==> src/design/vc_xy_pkg.sv <==
package vc_xy_pkg;

    // slice geometry
    localparam int NUM_LANES   = 8;
    localparam int ROUTE_DEPTH = 4;
    // counts 0 to ROUTE_DEPTH inclusive
    localparam int CREDIT_W    = 3;
    localparam int PTR_W       = $clog2(ROUTE_DEPTH);

    typedef logic [31:0]          lane_word_t;
    typedef logic [NUM_LANES-1:0] lane_mask_t;
    typedef logic [1:0]           group_id_t;
    // 0 west, 1 east, 2 south, 3 north
    typedef logic [1:0]           direction_id_t;

    // only the vertical directions steer anything
    localparam direction_id_t DIR_SOUTH = 2'd2;
    localparam direction_id_t DIR_NORTH = 2'd3;

    typedef enum logic {
        OP_READ,
        OP_WRITE
    } cache_op_e;

    // per lane steering mode
    typedef enum logic [2:0] {
        ROUTE_PASS,
        ROUTE_RD_N,
        ROUTE_RD_S,
        ROUTE_WR_N,
        ROUTE_WR_S
    } lane_route_e;

    typedef lane_route_e [NUM_LANES-1:0] route_vec_t;

    // command from the arbiter
    typedef struct packed {
        cache_op_e     op;
        lane_mask_t    lane_mask;
        direction_id_t direction_id;
        group_id_t     group_row;
        group_id_t     group_col;
    } arb_out_req_t;

    // one side port, valid mask plus one word per lane
    typedef struct packed {
        lane_mask_t                    vld;
        lane_word_t [NUM_LANES-1:0]    data;
    } side_bus_t;

endpackage
==> src/design/vc_cmd_ingress.sv <==
`timescale 1ns/1ps

module vc_cmd_ingress
    import vc_xy_pkg::*;
(
    input  logic         clk,
    input  logic         reset,
    input  logic         cmd_vld,
    input  arb_out_req_t cmd,
    output logic         cmd_ready,
    output logic         push,
    output route_vec_t   push_route,
    input  logic         credit_ret
);

    logic [CREDIT_W-1:0] credit_cnt;
    logic                on_diag;
    lane_route_e         lane_mode;

    // diagonal block only when row and column groups agree
    assign on_diag = (cmd.group_row == cmd.group_col);

    // mode that masked lanes take
    always_comb begin
        lane_mode = ROUTE_PASS;
        if (cmd.direction_id == DIR_NORTH) begin
            if (cmd.op == OP_READ) begin
                lane_mode = ROUTE_RD_N;
            end else begin
                lane_mode = ROUTE_WR_N;
            end
        end else if (cmd.direction_id == DIR_SOUTH) begin
            if (cmd.op == OP_READ) begin
                lane_mode = ROUTE_RD_S;
            end else begin
                lane_mode = ROUTE_WR_S;
            end
        end
    end

    // off diagonal or unmasked lanes stay pass-through
    always_comb begin
        for (int i = 0; i < NUM_LANES; i++) begin
            if (on_diag && cmd.lane_mask[i]) begin
                push_route[i] = lane_mode;
            end else begin
                push_route[i] = ROUTE_PASS;
            end
        end
    end

    // ready while the FIFO still has room
    assign cmd_ready = (credit_cnt != '0);
    assign push      = cmd_vld && cmd_ready;

    // push spends a credit, credit_ret gives one back
    always_ff @(posedge clk) begin
        if (reset) begin
            credit_cnt <= CREDIT_W'(ROUTE_DEPTH);
        end else begin
            case ({push, credit_ret})
                2'b10:   credit_cnt <= credit_cnt - CREDIT_W'(1);
                2'b01:   credit_cnt <= credit_cnt + CREDIT_W'(1);
                default: credit_cnt <= credit_cnt;
            endcase
        end
    end

    // FIFO never returns more credits than it was given
    a_credit_max: assert property (@(posedge clk) disable iff (reset)
        credit_cnt <= CREDIT_W'(ROUTE_DEPTH));

endmodule

==> config.mk <==
export PLATFORM = sky130hd
export DESIGN_NAME = vc_cmd_ingress
export DESIGN_NICKNAME = d
export VERILOG_FILES = /design/src/design/vc_xy_pkg.sv /design/src/design/vc_cmd_ingress.sv
export SDC_FILE = /design/constraint.sdc
export NUM_CORES = 1
export LEC_CHECK = 0
export BUFFER_PORTS_ARGS = -buffer_cell sky130_fd_sc_hd__buf_2
export CAP_MARGIN = 20
export CELL_PAD_IN_SITES_DETAIL_PLACEMENT = 1
export CELL_PAD_IN_SITES_GLOBAL_PLACEMENT = 2
export CORE_MARGIN = 10
export CORE_UTILIZATION = 16
export DETAILED_ROUTE_END_ITERATION = 10
export GPL_TIMING_DRIVEN = 0
export PLACE_DENSITY = 0.8
export SYNTH_ARGS = -nofsm -noshare
export SYNTH_HDL_FRONTEND = slang
export SYNTH_SLANG_ARGS = --single-unit
==> constraint.sdc <==
create_clock -name clk -period 3 [get_ports clk]
set_clock_uncertainty 0.15 [all_clocks]
set_input_delay 0.15 -clock clk [delete_from_list [all_inputs] [get_ports clk]]
set_output_delay 0.15 -clock clk [all_outputs]
set_load 0.02 [all_outputs]
==> run_results.csv <==
group,metric,value,unit
status,status,"finished clean",
sta,rsz0062_at_grt,"false",
cts,cts_tree,"done",
synth,netlist_top_cells_area,"nor3_2 17%, dfxtp_1 13%, and2_1 12%",
synth,yosysTopAreaCell,"nor3_2",
cells_and_area,areaGrowthSynthToFinish,62.93,%
die,die_area,5498,um^2
power_and_ir_drop,peakVddDrop,0.3176,mV
die,fp.coreArea,2781,um^2
cells_and_area,regMostFlops,"credit_cnt",
synth,ys.flop_type,"dfxtp_1",
setup_path,slowest_stage,"or3_1",
die,io_pins,45,
synth,yosys_warnings,0,
setup_path,critPathKind,"flop to flop",
synth,synth_edf_count,0,
setup_path,cp-end-kind,"flop",
setup_path,crit_arrival,2.36,ns
synth,ys_seq_elements,3,
setup_path,cp_top_family,"simple AND/OR/NAND/NOR gates",
placed_design,dpl_cell_area,728.2,um^2
setup_path,path_cells,"or3_1 > nand2_1 > ha_1 > inv_1 > fa_1 > xor2_1 > o21ai_0 > or3b_1",
cts,clock_sinks,3,
grt,grt_usage,0.06763,
cells_and_area,multi_input_area,381.6,um^2
detailed_routing,first_pass_iters,2,
sta,relSlewSlack,0.6344,
detailed_routing,routedWlPerCell,13.97,um
cts,clk_latency,0.23,ns
synth,synth_top_area_frac,0.1707,
sta,tightest_slew,0.5483,ns
cts,htreeDepth,1,
sta,fin_tns_setup,0,ns
cts,root_buffer,"clkbuf_4",
power_and_ir_drop,power.leakage,0.4411,nW
detailed_routing,drtIter0Drc,23,
detailed_routing,antenna_left,0,
synth,netlist_instances,61,
cells_and_area,diodes,0,
sta,whs,0.2381,ns
die,die_y,74.15,um
grt,grt_pass1_vias,634,
synth,netlist-cell-type-count,22,
grt,grt_pass1_wl,3015,um
sta,period_needed,2.402,ns
setup_path,critPathLaunchType,"flop",
die,rows,19,
cells_and_area,fin_area,764.5,um^2
cells_and_area,regArea,60.06,um^2
hold_path,min_path_type,"primary input to flop",
setup_path,cp_slowest_stage_delay,0.40,ns
detailed_routing,vias,588,
detailed_routing,wl,1970,um
placed_design,place_congestion,0.6645,
cts,cts_made_buffers,3,
sta,fmax,416.3,MHz
detailed_routing,post-route-drc-count,0,
grt,grt_max_degree,11,
setup_path,crit_required,2.96,ns
detailed_routing,vias_per_cell,4.170,
placed_design,io_buffer_count,44,
die,start_util,0.1687,
placed_design,dp_hpwl,1789,um
setup_path,crit_fanout,3,
cells_and_area,largestRegisters,"credit_cnt: 3 flops",
synth,seq_area_frac_synth,0.1280,
cells_and_area,largest_reg_flops,3,
cts,post_cts_resized,0,
sta,setup-violations-final,0,
die,die_x,74.15,um
job,cap_violations,0,
cts,clk_pin_slew,0.04,ns
cts,clock_path_buffers,2,
grt,antenna_found_initial,0,
synth,synth_fp_nets,82,
cells_and_area,drive_above_1_share,0.5273,
setup_path,path_buf_inv,1,
power_and_ir_drop,p_per_area,372.7,nW/um^2
synth,synth_common_cells,"9 x and2_1, 9 x nand2_1, 8 x nor3_2",
cells_and_area,fillers,352,
synth,async_flop_share,0,
sta,finalCritPeriodShare,0.8008,
cells_and_area,nNetsFinal,132,
sta,finalHoldViolations,0,
synth,syn_avg_cell_area,7.692,um^2
synth,netlist_area,469.2,um^2
grt,overflow,0,
sta,slew_violations,0,
-- timing repair --
action                                 4_1_cts  5_1_grt
setup buffers                                0        0
endpoints found under the hold margin        2        0
hold buffers                                 1        0
-- layer usage --
metal | up-vias | global-route usage | wire length (um)
met2 | 14 | 0.1250 | 1096
met5 | - | 0 | 0
met1 | 274 | 0.07310 | 770
met4 | 0 | 0.006211 | 0
met3 | 0 | 0.02660 | 104
li1 | 300 | - | -
-- area by class of cell --
cell class / instances / share of cell area
Sequential cell: 3 / 0.07856
Inverter: 2 / 0.009820
Clock buffer: 4 / 0.03437
Buffer: 3 / 0.02619
Multi-Input combinational cell: 53 / 0.4992
Timing Repair Buffer: 45 / 0.3011
Tap cell: 31 / 0.05074
-- final timing paths --
| kind | slack (ns) | from | cells past startpoint | endpoint |
|---|---|---|---|---|
| min reg2reg | 0.41 | credit_cnt[1] | 2 | credit_cnt[1] |
| max | 0.60 | credit_cnt[0] | 8 | credit_cnt[2] |
| min | 0.24 | credit_ret | 4 | credit_cnt[0] |
| max reg2reg | 0.60 | credit_cnt[0] | 8 | credit_cnt[2] |
-- placed cells by master (no fill, tap or decap) --
cell type      instances
clkbuf_1               1
and3_1                 7
dfxtp_1                3
nor3_1                 1
buf_2                 45
o21ai_0                1
buf_1                  1
or2_1                  1
buf_6                  1
nand3_1                1
xor2_1                 5
nor4b_4                1
inv_1                  2
nor2_1                 4
dlygate4sd3_1          1
or3_1                  1
nand2b_1               1
mux2i_1                1
or3b_1                 1
nand2_1                9
and2_1                 9
fa_1                   1
ha_1                   1
nor3_2                 8
clkbuf_4               3
-- per-stage QoR --
step | power, W | setup WS, ns | cells | util
after global placement | 0.0002097 | 0.6706 | 136 | 0.2618
final | 0.0002849 | 0.5976 | 141 | 0.2749
after detailed placement | 0.0002177 | 0.5852 | 136 | 0.2618
after global routing | 0.0003173 | 0.4500 | 141 | 0.2749
after CTS | 0.0002933 | 0.5748 | 141 | 0.2749
after floorplan | 0.0001668 | 0.6051 | 61 | -
-- worst reg2reg max path, stage by stage (launching register included) --
cell and delay [ns]:
dfxtp_1 0.33, or3_1 0.40, nand2_1 0.10, ha_1 0.19, inv_1 0.06, fa_1 0.38, xor2_1 0.17, o21ai_0 0.15
or3b_1 0.35
-- cell families after synthesis --
kind of cell | count (synthesis) | synth area share
simple gates | 44 | 0.6186
compound gates | 1 | 0.01066
xor+xnor | 5 | 0.09333
mux | 1 | 0.02133
fa+ha+maj | 2 | 0.06933
flops | 3 | 0.1280
buf+inv | 5 | 0.05865
-- power breakdown --
part           total [W]  leakage (nW)  internal [W]  switching [W]
logic           0.000147         0.401     0.0000625      0.0000843
clock network  0.0000703        0.0150     0.0000498      0.0000205
registers      0.0000678        0.0249     0.0000548      0.0000130
total           0.000285         0.441      0.000167       0.000118
Note: power is estimated with default switching activity, not from simulation.
