File: src/design/vc_xy_pkg.sv
package vc_xy_pkg;

    // slice geometry
    localparam int NUM_LANES   = 8;
    localparam int ROUTE_DEPTH = 4;
    // counts 0 to ROUTE_DEPTH inclusive
    localparam int CREDIT_W    = 3;
    localparam int PTR_W       = $clog2(ROUTE_DEPTH);

    typedef logic [31:0]          lane_word_t;
    typedef logic [NUM_LANES-1:0] lane_mask_t;
    typedef logic [1:0]           group_id_t;
    // 0 west, 1 east, 2 south, 3 north
    typedef logic [1:0]           direction_id_t;

    // only the vertical directions steer anything
    localparam direction_id_t DIR_SOUTH = 2'd2;
    localparam direction_id_t DIR_NORTH = 2'd3;

    typedef enum logic {
        OP_READ,
        OP_WRITE
    } cache_op_e;

    // per lane steering mode
    typedef enum logic [2:0] {
        ROUTE_PASS,
        ROUTE_RD_N,
        ROUTE_RD_S,
        ROUTE_WR_N,
        ROUTE_WR_S
    } lane_route_e;

    typedef lane_route_e [NUM_LANES-1:0] route_vec_t;

    // command from the arbiter
    typedef struct packed {
        cache_op_e     op;
        lane_mask_t    lane_mask;
        direction_id_t direction_id;
        group_id_t     group_row;
        group_id_t     group_col;
    } arb_out_req_t;

    // one side port, valid mask plus one word per lane
    typedef struct packed {
        lane_mask_t                    vld;
        lane_word_t [NUM_LANES-1:0]    data;
    } side_bus_t;

endpackage
File: src/design/vc_route_fifo.sv
`timescale 1ns/1ps

module vc_route_fifo
    import vc_xy_pkg::*;
(
    input  logic       clk,
    input  logic       reset,
    input  logic       push,
    input  route_vec_t push_route,
    input  logic       pop,
    output logic       head_vld,
    output route_vec_t head_route,
    output logic       credit_ret
);

    // route storage
    route_vec_t          mem [ROUTE_DEPTH];
    logic [PTR_W-1:0]    rd_ptr;
    logic [PTR_W-1:0]    wr_ptr;
    logic [CREDIT_W-1:0] count;

    assign head_vld   = (count != '0);
    assign head_route = mem[rd_ptr];

    always_ff @(posedge clk) begin
        if (push) begin
            mem[wr_ptr] <= push_route;
        end
    end

    // pointers wrap naturally at depth 4
    always_ff @(posedge clk) begin
        if (reset) begin
            rd_ptr <= '0;
            wr_ptr <= '0;
            count  <= '0;
        end else begin
            if (push) begin
                wr_ptr <= wr_ptr + PTR_W'(1);
            end
            if (pop) begin
                rd_ptr <= rd_ptr + PTR_W'(1);
            end
            case ({push, pop})
                2'b10:   count <= count + CREDIT_W'(1);
                2'b01:   count <= count - CREDIT_W'(1);
                default: count <= count;
            endcase
        end
    end

    // one credit back to ingress per pop, a cycle later
    always_ff @(posedge clk) begin
        if (reset) begin
            credit_ret <= 1'b0;
        end else begin
            credit_ret <= pop;
        end
    end

    // ingress credits must keep a full queue from taking a push
    a_no_push_full: assert property (@(posedge clk) disable iff (reset)
        !(push && count == CREDIT_W'(ROUTE_DEPTH)));

    // switch only pops a valid head
    a_no_pop_empty: assert property (@(posedge clk) disable iff (reset)
        !(pop && count == '0));

endmodule

File: config.mk
export PLATFORM = sky130hd
export DESIGN_NAME = vc_route_fifo
export DESIGN_NICKNAME = d
export VERILOG_FILES = /design/src/design/vc_xy_pkg.sv /design/src/design/vc_route_fifo.sv
export SDC_FILE = /design/constraint.sdc
export NUM_CORES = 1
export LEC_CHECK = 0
export ABC_AREA = 1
export BUFFER_PORTS_ARGS = -buffer_cell sky130_fd_sc_hd__buf_2
export CAP_MARGIN = 30
export CORE_MARGIN = 1
export CORE_UTILIZATION = 30
export DETAILED_ROUTE_END_ITERATION = 16
export PLACE_DENSITY = 0.49
export RECOVER_POWER = 100
export SLEW_MARGIN = 10
export SYNTH_ARGS = -nofsm -noshare
export SYNTH_HDL_FRONTEND = slang
export SYNTH_SLANG_ARGS = --single-unit
File: constraint.sdc
create_clock -name clk -period 2.2 [get_ports clk]
set_clock_uncertainty 0.1 [all_clocks]
set_input_delay 0.44 -clock clk [delete_from_list [all_inputs] [get_ports clk]]
set_output_delay 0.44 -clock clk [all_outputs]
set_load 0.01 [all_outputs]
==> flow_summary.ini, run 1 <==
[status]
run_status = completed

[sta]
slew-limit-headroom_pct = 46.80
final.setup.tns_ps = 0
period_needed_ps = 2036
rsz_0062_raised_after_global_routing = no
worst_pin_slew_ps = 798.1
clock.fmax_ghz = 0.4912
maxSlewViolCount = 0
setup_viol = 0
finalHoldViolCount = 0
final.period_utilization_pct = 92.54

[yosys]
postSynthRegisterBits = 106
synth-compound-area-share_pct = 13.49
synth_area_leaders = edfxtp_1 (69%), o21ai_0 (6.0%), o22ai_2 (6.0%)
synth_seq_area_share_pct = 73.53
net_count_synth = 327
synth_top_family_by_area = compound AO/OA/AOI/OAI gates
multiplexer_share_of_the_synthesized_area_pct = 0
netlist_area_um2 = 4193
post_synth_and_or_nand_nor_area_fraction_pct = 7.431
synth-edff-count = 96
cells_after_synth = 293
async_reset_ff_share_pct = 0
synth_xor_area_share_pct = 0
ys_types = 19
post_synth.cell_area_avg_um2 = 14.31
synth_top_flop_cell = edfxtp_1
post_synth_fa_ha_maj_area_fraction_pct = 1.970
synth.yosys.warnings = 0
netlist.top_cell.by_area = edfxtp_1
netlist.area_leader.share_pct = 68.76

[worst_setup_path]
cp_data_required_time_ps = 1660
worst_setup_path_end_kind = output pin
critPathMaxFanout = 22
criticalPathCategory = reg -> out
worst-endpoint-arrival_ps = 1500
cp-start-kind = flip-flop

[floorplan]
floorplan.core_area_um2 = 13450
die_area_um2 = 14450
die_w_um = 120.2
floorplan.die.height_um = 120.2
rows = 42
pin_count = 54
initial_core_utilization_pct = 31.17

[placed_design]
hpwl_um = 4992
gp_congestion = 0.6906
portBuffers = 53
dp_cells = 520

[power_and_ir_drop]
power.density_nw_per_um2 = 888.3
ir_drop_v = 0.0003668
leakagePower_nw = 1.701
post-layout-total-power_mw = 4.376

[drt]
detail_route.wl_per_cell_um = 15.04
count_of_vias_placed_by_the_detailed_router = 2379
wl_um = 8047
detail_route.first_pass.iterations = 6
drc_errors = 0
drt_first_iter_violations = 133
vias_per_cell = 4.447
postRouteAntennaNets = 0

[cts]
clock_tree.root_cell = clkbuf_16
worst_setup_hold_path_clk_slew_ps = 60
clock-sinks = 106
insertion_delay_ps = 330
clockBufferDepth = 2
cts_hold_repair.buffers = 0
cts_tree = yes
h-tree-depth = 3
cts_inserted_buffers = 9

[hold_path]
hold_class = in -> reg

[layout]
final_nets = 389
most-common-layout-cells = edfxtp_1 (96), o21ai_0 (51), clkbuf_1 (40)
layout.cells.most_common = edfxtp_1
drive_above_1_share_pct = 23.12
syn2layout_area_growth_pct = 17.49
finalCoreUtilization_pct = 36.62
fin_cells = 535
antenna_cells = 0

[flow_run]
maxcap_viol_count = 0

[global_route]
via_count_of_the_first_global_routing_pass = 2418
grt_max_degree = 25
gr-usage-all-layers_pct = 11.98
grt.overflow.total = 0
grt_antenna_before_repair = 0
global_route_wire_length_before_repair_um = 12800
==> flip-flops by register name (all words and copies together) (netlist names), named ones only <==
signal and cells:
rd_ptr 2, wr_ptr 2, mem 96, count 3, credit_ret 1
==> logic make-up (layout without fill, tap and decap cells) <==
logic type               after synthesis  after routing
AO/OA/AOI/OAI                         82             82
flip-flops                           106            106
buffers and inverters                 30             96
adder cells (fa/ha/maj)                6              6
AND/OR/NAND/NOR                       69             69
==> worst max-delay path, stage by stage, from the launching register on <==
cell	delay, ps
dfxtp_2	340
inv_2	60
buf_4	300
o21ai_0	140
o22ai_2	150
clkbuf_2	160
==> where the power goes <==
part | switching, mW | leakage (nW) | internal, mW
Combinational | 0.286 | 0.590 | 0.150
Sequential | 0.0262 | 0.965 | 2.29
Clock | 0.632 | 0.147 | 0.990
Total | 0.944 | 1.70 | 3.43
==> routing by layer <==
metal  wire [um]  track usage, %  part of all wire (%)  vias to the layer above
li1            -               -                     -                     1185
met3         299           3.443                   3.7                       12
met5           0               0                     0                        -
met4         161           4.630                   2.0                        0
met2        3838           19.58                    48                       45
met1        3748           15.00                    47                     1137
==> what timing repair did <==
action,CTS,global route
buffers inserted,0,0
resized for setup,0,1
endpoints found under the hold margin,0,0
setup endpoints to repair,0,2
==> cell usage after synthesis (5+ instances only) <==
cell,instances
edfxtp_1,96
nor2_2,20
o21ai_0,50
nor2_1,38
dfxtp_1,10
inv_1,14
nand2_1,10
o22ai_2,20
ha_1,5
buf_2,9
==> cell type report <==
cell class                 count  area [um^2]
fill                        1347         8527
multi-input combinational    157        959.7
inverter                      16        61.31
clock inverter                 3        65.06
timing repair buffer          65        299.0
sequential                   106         3084
tap                          176        220.2
clock buffer                  12        236.5
==> per-stage QoR <==
stage | setup slack [ps] | area (um^2) | hold slack [ps]
3_3_place_gp | 396.9 | 4679 | 333.4
4_1_cts | 99.07 | 4981 | 155.3
6_report | 164.2 | 4926 | 168.5
2_1_floorplan | 593.3 | 4193 | 311.6
5_1_grt | 4.008 | 4926 | 161.9
3_5_place_dp | 364.5 | 4679 | 347.0
==> final timing paths <==
path | slack, ps | endpoint | depth (start not counted) | from
worst max-delay path | 160 | head_route[0] | 5 | flip-flop
worst min-delay path | 170 | credit_ret | 2 | reset
worst max register to register | 400 | mem[0][15] | 5 | wr_ptr[0]
worst min register to register | 360 | flip-flop | 1 | rd_ptr[1]
No activity file was read; power rests on OpenSTA's default activity.
==> run 2: changes to the inputs <==
Settings changed: CORE_UTILIZATION 30 to 57, PLACE_DENSITY 0.49 to 0.81.
==> run 2 against run 1 <==
- global-route usage increased by 9.9 points
- register-to-register slack improved by 50 ps
- sequential power is essentially flat
- fmax fell by 2.7%
- first-iteration DRC count fell by 3.8%
- sequential share of layout area grew 2.5 points
- total power is 8.2% lower
- worst setup slack lost 57 ps
- wire length down 5.0%
- clock-buffer cell count is 3 lower
- via count up 3.8%
- critical endpoint is now head_route[14]
==> flow_summary.ini, run 2 (synthesis results as in run 1) <==
[layout]
fin_cells = 454
finalCoreUtilization_pct = 68.27
largest_registers = mem: 96 flops, count: 3 flops
registers.top_by_ff_count = mem
number_of_flip_flops_under_the_largest_register_name = 96
antenna_cells = 0
most-common-layout-cells = edfxtp_1 (96), o21ai_0 (52), clkbuf_1 (41)
final_nets = 387
drive_above_1_share_pct = 22.07
design_area_um2 = 4741
syn2layout_area_growth_pct = 13.07
layout.cells.most_common = edfxtp_1

[drt]
postRouteAntennaNets = 0
drt_first_iter_violations = 128
drc_errors = 0
wl_um = 7648
detail_route.first_pass.iterations = 4
detail_route.wl_per_cell_um = 16.85
vias_per_cell = 5.441
count_of_vias_placed_by_the_detailed_router = 2470

[flow_run]
maxcap_viol_count = 0

[placed_design]
dp_cells = 438
gp_congestion = 0.7031
post-place-ws_ps = 293.5
portBuffers = 53
hpwl_um = 4785
placement.cell_area_um2 = 4588

[worst_setup_path]
critPathMaxFanout = 32
criticalPathCategory = reg -> out
crit-reg2reg-capture = mem[0][10]
cp_cell_sequence = inv_2, buf_8, o21ai_0, o22ai_2, clkbuf_1
critical_path.n_buffers_inverters = 3
cp-start-kind = flip-flop
critical_path.max_stage_delay_ps = 390
setup.reg_to_reg.worst_slack_ps = 450
worst-endpoint-arrival_ps = 1550
origin_of_the_critical_flop_to_flop_path = wr_ptr[0]
reg2reg_depth = 5
worst_setup_path_end_kind = output pin
critical-path-top-delay-family = buffers and inverters
cp_data_required_time_ps = 1660
critical_path.slowest_cell = dfxtp_4

[sta]
worst_pin_slew_ps = 727.3
finalHoldViolCount = 0
finalWorstSetupSlack_ps = 107.4
finalHoldWorstSlack_ps = 139.4
period_needed_ps = 2093
final.period_utilization_pct = 95.12
setup_viol = 0
rsz_0062_raised_after_global_routing = no
maxSlewViolCount = 0
slew-limit-headroom_pct = 51.51
clock.fmax_ghz = 0.4779
final.setup.tns_ps = 0

[global_route]
grt_max_degree = 33
grt.overflow.total = 0
grt_antenna_before_repair = 0
global_route_wire_length_before_repair_um = 12060
gr-usage-all-layers_pct = 21.87
via_count_of_the_first_global_routing_pass = 2515

[cts]
post_cts_buffers = 0
clock_tree.root_cell = clkbuf_8
cts_tree = yes
cts_inserted_buffers = 9
clock-sinks = 106
insertion_delay_ps = 360
worst_setup_hold_path_clk_slew_ps = 90
h-tree-depth = 3
clockBufferDepth = 2

[power_and_ir_drop]
leakagePower_nw = 1.641
ir_drop_v = 0.0003778
post-layout-total-power_mw = 4.019
power.density_nw_per_um2 = 847.8

[hold_path]
hold_class = in -> reg
holdCritStartpoint = reset
capture_endpoint_of_the_worst_hold_path = credit_ret
min_path_cells = 2

[floorplan]
initial_core_utilization_pct = 60.38
rows = 30
die_w_um = 87.77
floorplan.core_area_um2 = 6944
pin_count = 54
die_area_um2 = 7703
floorplan.die.height_um = 87.77

[status]
run_status = completed
==> run 2: worst max-delay path by stage <==
stage | from | end | slack, ps | depth (start not counted)
global route | flip-flop | head_route[11] | 20 | 5
finish | flip-flop | head_route[14] | 110 | 5
CTS | flip-flop | head_route[11] | 40 | 5
global placement | push | count[2] | 390 | 9
floorplan | push | count[2] | 590 | 8
detailed placement | flip-flop | head_route[11] | 290 | 5
==> run 2: power by group <==
group	leakage (nW)	switching (mW)	total, mW	internal [mW]
clock	0.101	0.629	1.27	0.637
sequential	0.965	0.0320	2.32	2.29
combinational	0.575	0.283	0.432	0.149
total	1.64	0.944	4.02	3.08
==> run 2: what timing repair did <==
action / in CTS / in global routing
setup endpoints to repair: 18 / 5
endpoints found under the hold margin: 0 / 0
hold buffers: 0 / 0
resized for setup: 1 / 1
==> run 2: cell type report <==
class	count	area, um^2
clock inverter	7	91.34
fill	522	2203
timing repair buffer	63	299.0
multi-input combinational	157	959.7
inverter	16	60.06
tap	96	120.1
clock buffer	9	123.9
sequential	106	3087
==> run 2: worst reg2reg max path: stages, from the launching register on <==
cell and delay [ps]:
dfxtp_1 340, inv_1 110, ha_1 150, nand2_1 60, inv_1 60, clkbuf_2 560
==> run 2: routing by layer <==
layer,global-route usage (%),routed length (um),vias up,part of all wire [%]
li1,-,-,1183,-
met1,26.59,3119,1208,41
met2,37.91,4022,67,53
met3,4.053,379,12,5.0
met4,10.43,127,0,1.7
met5,0,0,-,0
==> run 3: changes to the inputs <==
Settings changed: CELL_PAD_IN_SITES_DETAIL_PLACEMENT set to 0, CELL_PAD_IN_SITES_GLOBAL_PLACEMENT set to 1, CORE_UTILIZATION 57 to 47, PLACE_DENSITY 0.81 to 0.8.
==> run 3 against run 2 <==
- fmax grew 0.70%
- worst hold slack gained 5.1 ps
- worst setup slack gained 15 ps
- global-route usage shrank 5.3 points
- combinational power shrank 3%
- sequential share of layout area grew 0.48 points
- critical path type unchanged
- critical endpoint is now head_route[17]
- largest power group unchanged
==> flow_summary.ini, run 3 (synthesis results as in run 1) <==
[global_route]
via_count_of_the_first_global_routing_pass = 2337
global_route_wire_length_before_repair_um = 11070
grtUsageMet1_pct = 19.07
grt.overflow.total = 0
met2_usage_pct = 29.05
global_route.peak_usage_layer = met2
met3_usage_pct = 3.912
gr-usage-all-layers_pct = 16.61
grt_max_degree = 29
grt_antenna_before_repair = 0

[layout]
registers.top_by_ff_count = mem
final_nets = 387
most-common-layout-cells = edfxtp_1 (96), o21ai_0 (50), clkbuf_1 (41)
largest_registers = mem: 96 flops, count: 3 flops
syn2layout_area_growth_pct = 12.24
drive_above_1_share_pct = 22.35
number_of_flip_flops_under_the_largest_register_name = 96
layout.cells.most_common = edfxtp_1
antenna_cells = 0

[sta]
period_needed_ps = 2078
maxSlewViolCount = 0
final.period_utilization_pct = 94.45
worst_pin_slew_ps = 769.1
finalHoldViolCount = 0
slew-limit-headroom_pct = 48.73
rsz_0062_raised_after_global_routing = no
setup_viol = 0
clock.fmax_ghz = 0.4812
final.setup.tns_ps = 0

[floorplan]
floorplan.die.height_um = 96.45
initial_core_utilization_pct = 48.31
floorplan.core_area_um2 = 8678
die_w_um = 96.45
pin_count = 54
die_area_um2 = 9303
rows = 34

[status]
run_status = completed

[cts]
clock-sinks = 106
cts_tree = yes
cts_hold_repair.buffers = 0
clockBufferDepth = 2
h-tree-depth = 3
cts_inserted_buffers = 9
insertion_delay_ps = 360
worst_setup_hold_path_clk_slew_ps = 90
clock_tree.root_cell = clkbuf_8

[drt]
wl_um = 7265
drc_errors = 0
detail_route.wl_per_cell_um = 15.59
detail_route.first_pass.iterations = 4
count_of_vias_placed_by_the_detailed_router = 2388
drt_first_iter_violations = 82
postRouteAntennaNets = 0
vias_per_cell = 5.124

[power_and_ir_drop]
ir_drop_v = 0.0003680
post-layout-total-power_mw = 3.801
leakagePower_nw = 1.626
power.density_nw_per_um2 = 807.8

[hold_path]
capture_endpoint_of_the_worst_hold_path = credit_ret
holdCritStartpoint = reset
hold_class = in -> reg
min_path_cells = 2

[worst_setup_path]
origin_of_the_critical_flop_to_flop_path = wr_ptr[0]
worst-endpoint-arrival_ps = 1540
crit-reg2reg-capture = mem[2][20]
cp_data_required_time_ps = 1660
criticalPathCategory = reg -> out
critical_path.slowest_cell = dfxtp_4
cp_cell_sequence = inv_2, buf_4, o21ai_0, o22ai_2, clkbuf_1
setup.reg_to_reg.worst_slack_ps = 450
reg2reg_depth = 5
cp-start-kind = flip-flop
critical-path-top-delay-family = buffers and inverters
worst_setup_path_end_kind = output pin
critical_path.n_buffers_inverters = 3
critical_path.max_stage_delay_ps = 400
critPathMaxFanout = 20

[placed_design]
portBuffers = 53
hpwl_um = 4407
gp_congestion = 0.6648

[flow_run]
maxcap_viol_count = 0
-- run 3: per-layer routing --
metal | wire (um) | vias up
met4 | 154 | 0
met1 | 3030 | 1145
li1 | - | 1189
met3 | 332 | 13
met2 | 3748 | 41
met5 | 0 | -
-- run 3: worst reg2reg max path, delay by kind of cell (launching register included) --
kind / cells / cell delay (ps)
buf+inv: 3 / 710
flops: 1 / 340
fa+ha+maj: 1 / 170
simple gates: 1 / 60
-- run 3: layout make-up --
cell class,instances,area (um^2)
clock inverters,7,53.80
well taps,108,135.1
fillers,751,3973
clock buffers,9,123.9
flip-flops and latches,106,3087
inverters,16,60.06
multi-input cells,157,959.7
repair buffers,63,286.5
-- run 3: worst max-delay path by stage --
stage	start	to	slack (ps)	cells past startpoint
floorplan	push	count[2]	590	8
global placement	push	count[2]	400	8
detailed placement	push	count[2]	340	9
CTS	flip-flop	head_route[16]	10	5
global route	flip-flop	head_route[23]	20	4
finish	flip-flop	head_route[17]	120	5
-- run 3: where the power goes --
part	leakage, nW	internal (mW)	switching [mW]
Clock	0.0887	0.419	0.643
Sequential	0.965	2.29	0.0301
Combinational	0.572	0.146	0.275
-- run 3: through the flow --
stage               setup slack (ps)  cells  instance area, um^2  hold WS [ps]  utilization [%]
detailed placement             341.3    450                 4579         346.2            52.77
global route                   15.04    466                 4706         133.9            54.22
finish                         122.0    466                 4706         144.4            54.22
floorplan                      593.3    293                 4193         311.6                -
global placement               398.6    450                 4579         346.9            52.77
CTS                            10.03    466                 4761         132.6            54.86
-- run 3: repair_timing --
item | in CTS | in global routing
setup endpoints to repair | 1 | 17
buffers inserted | 0 | 0
gates resized for setup | 1 | 2
gates cloned | 0 | 0
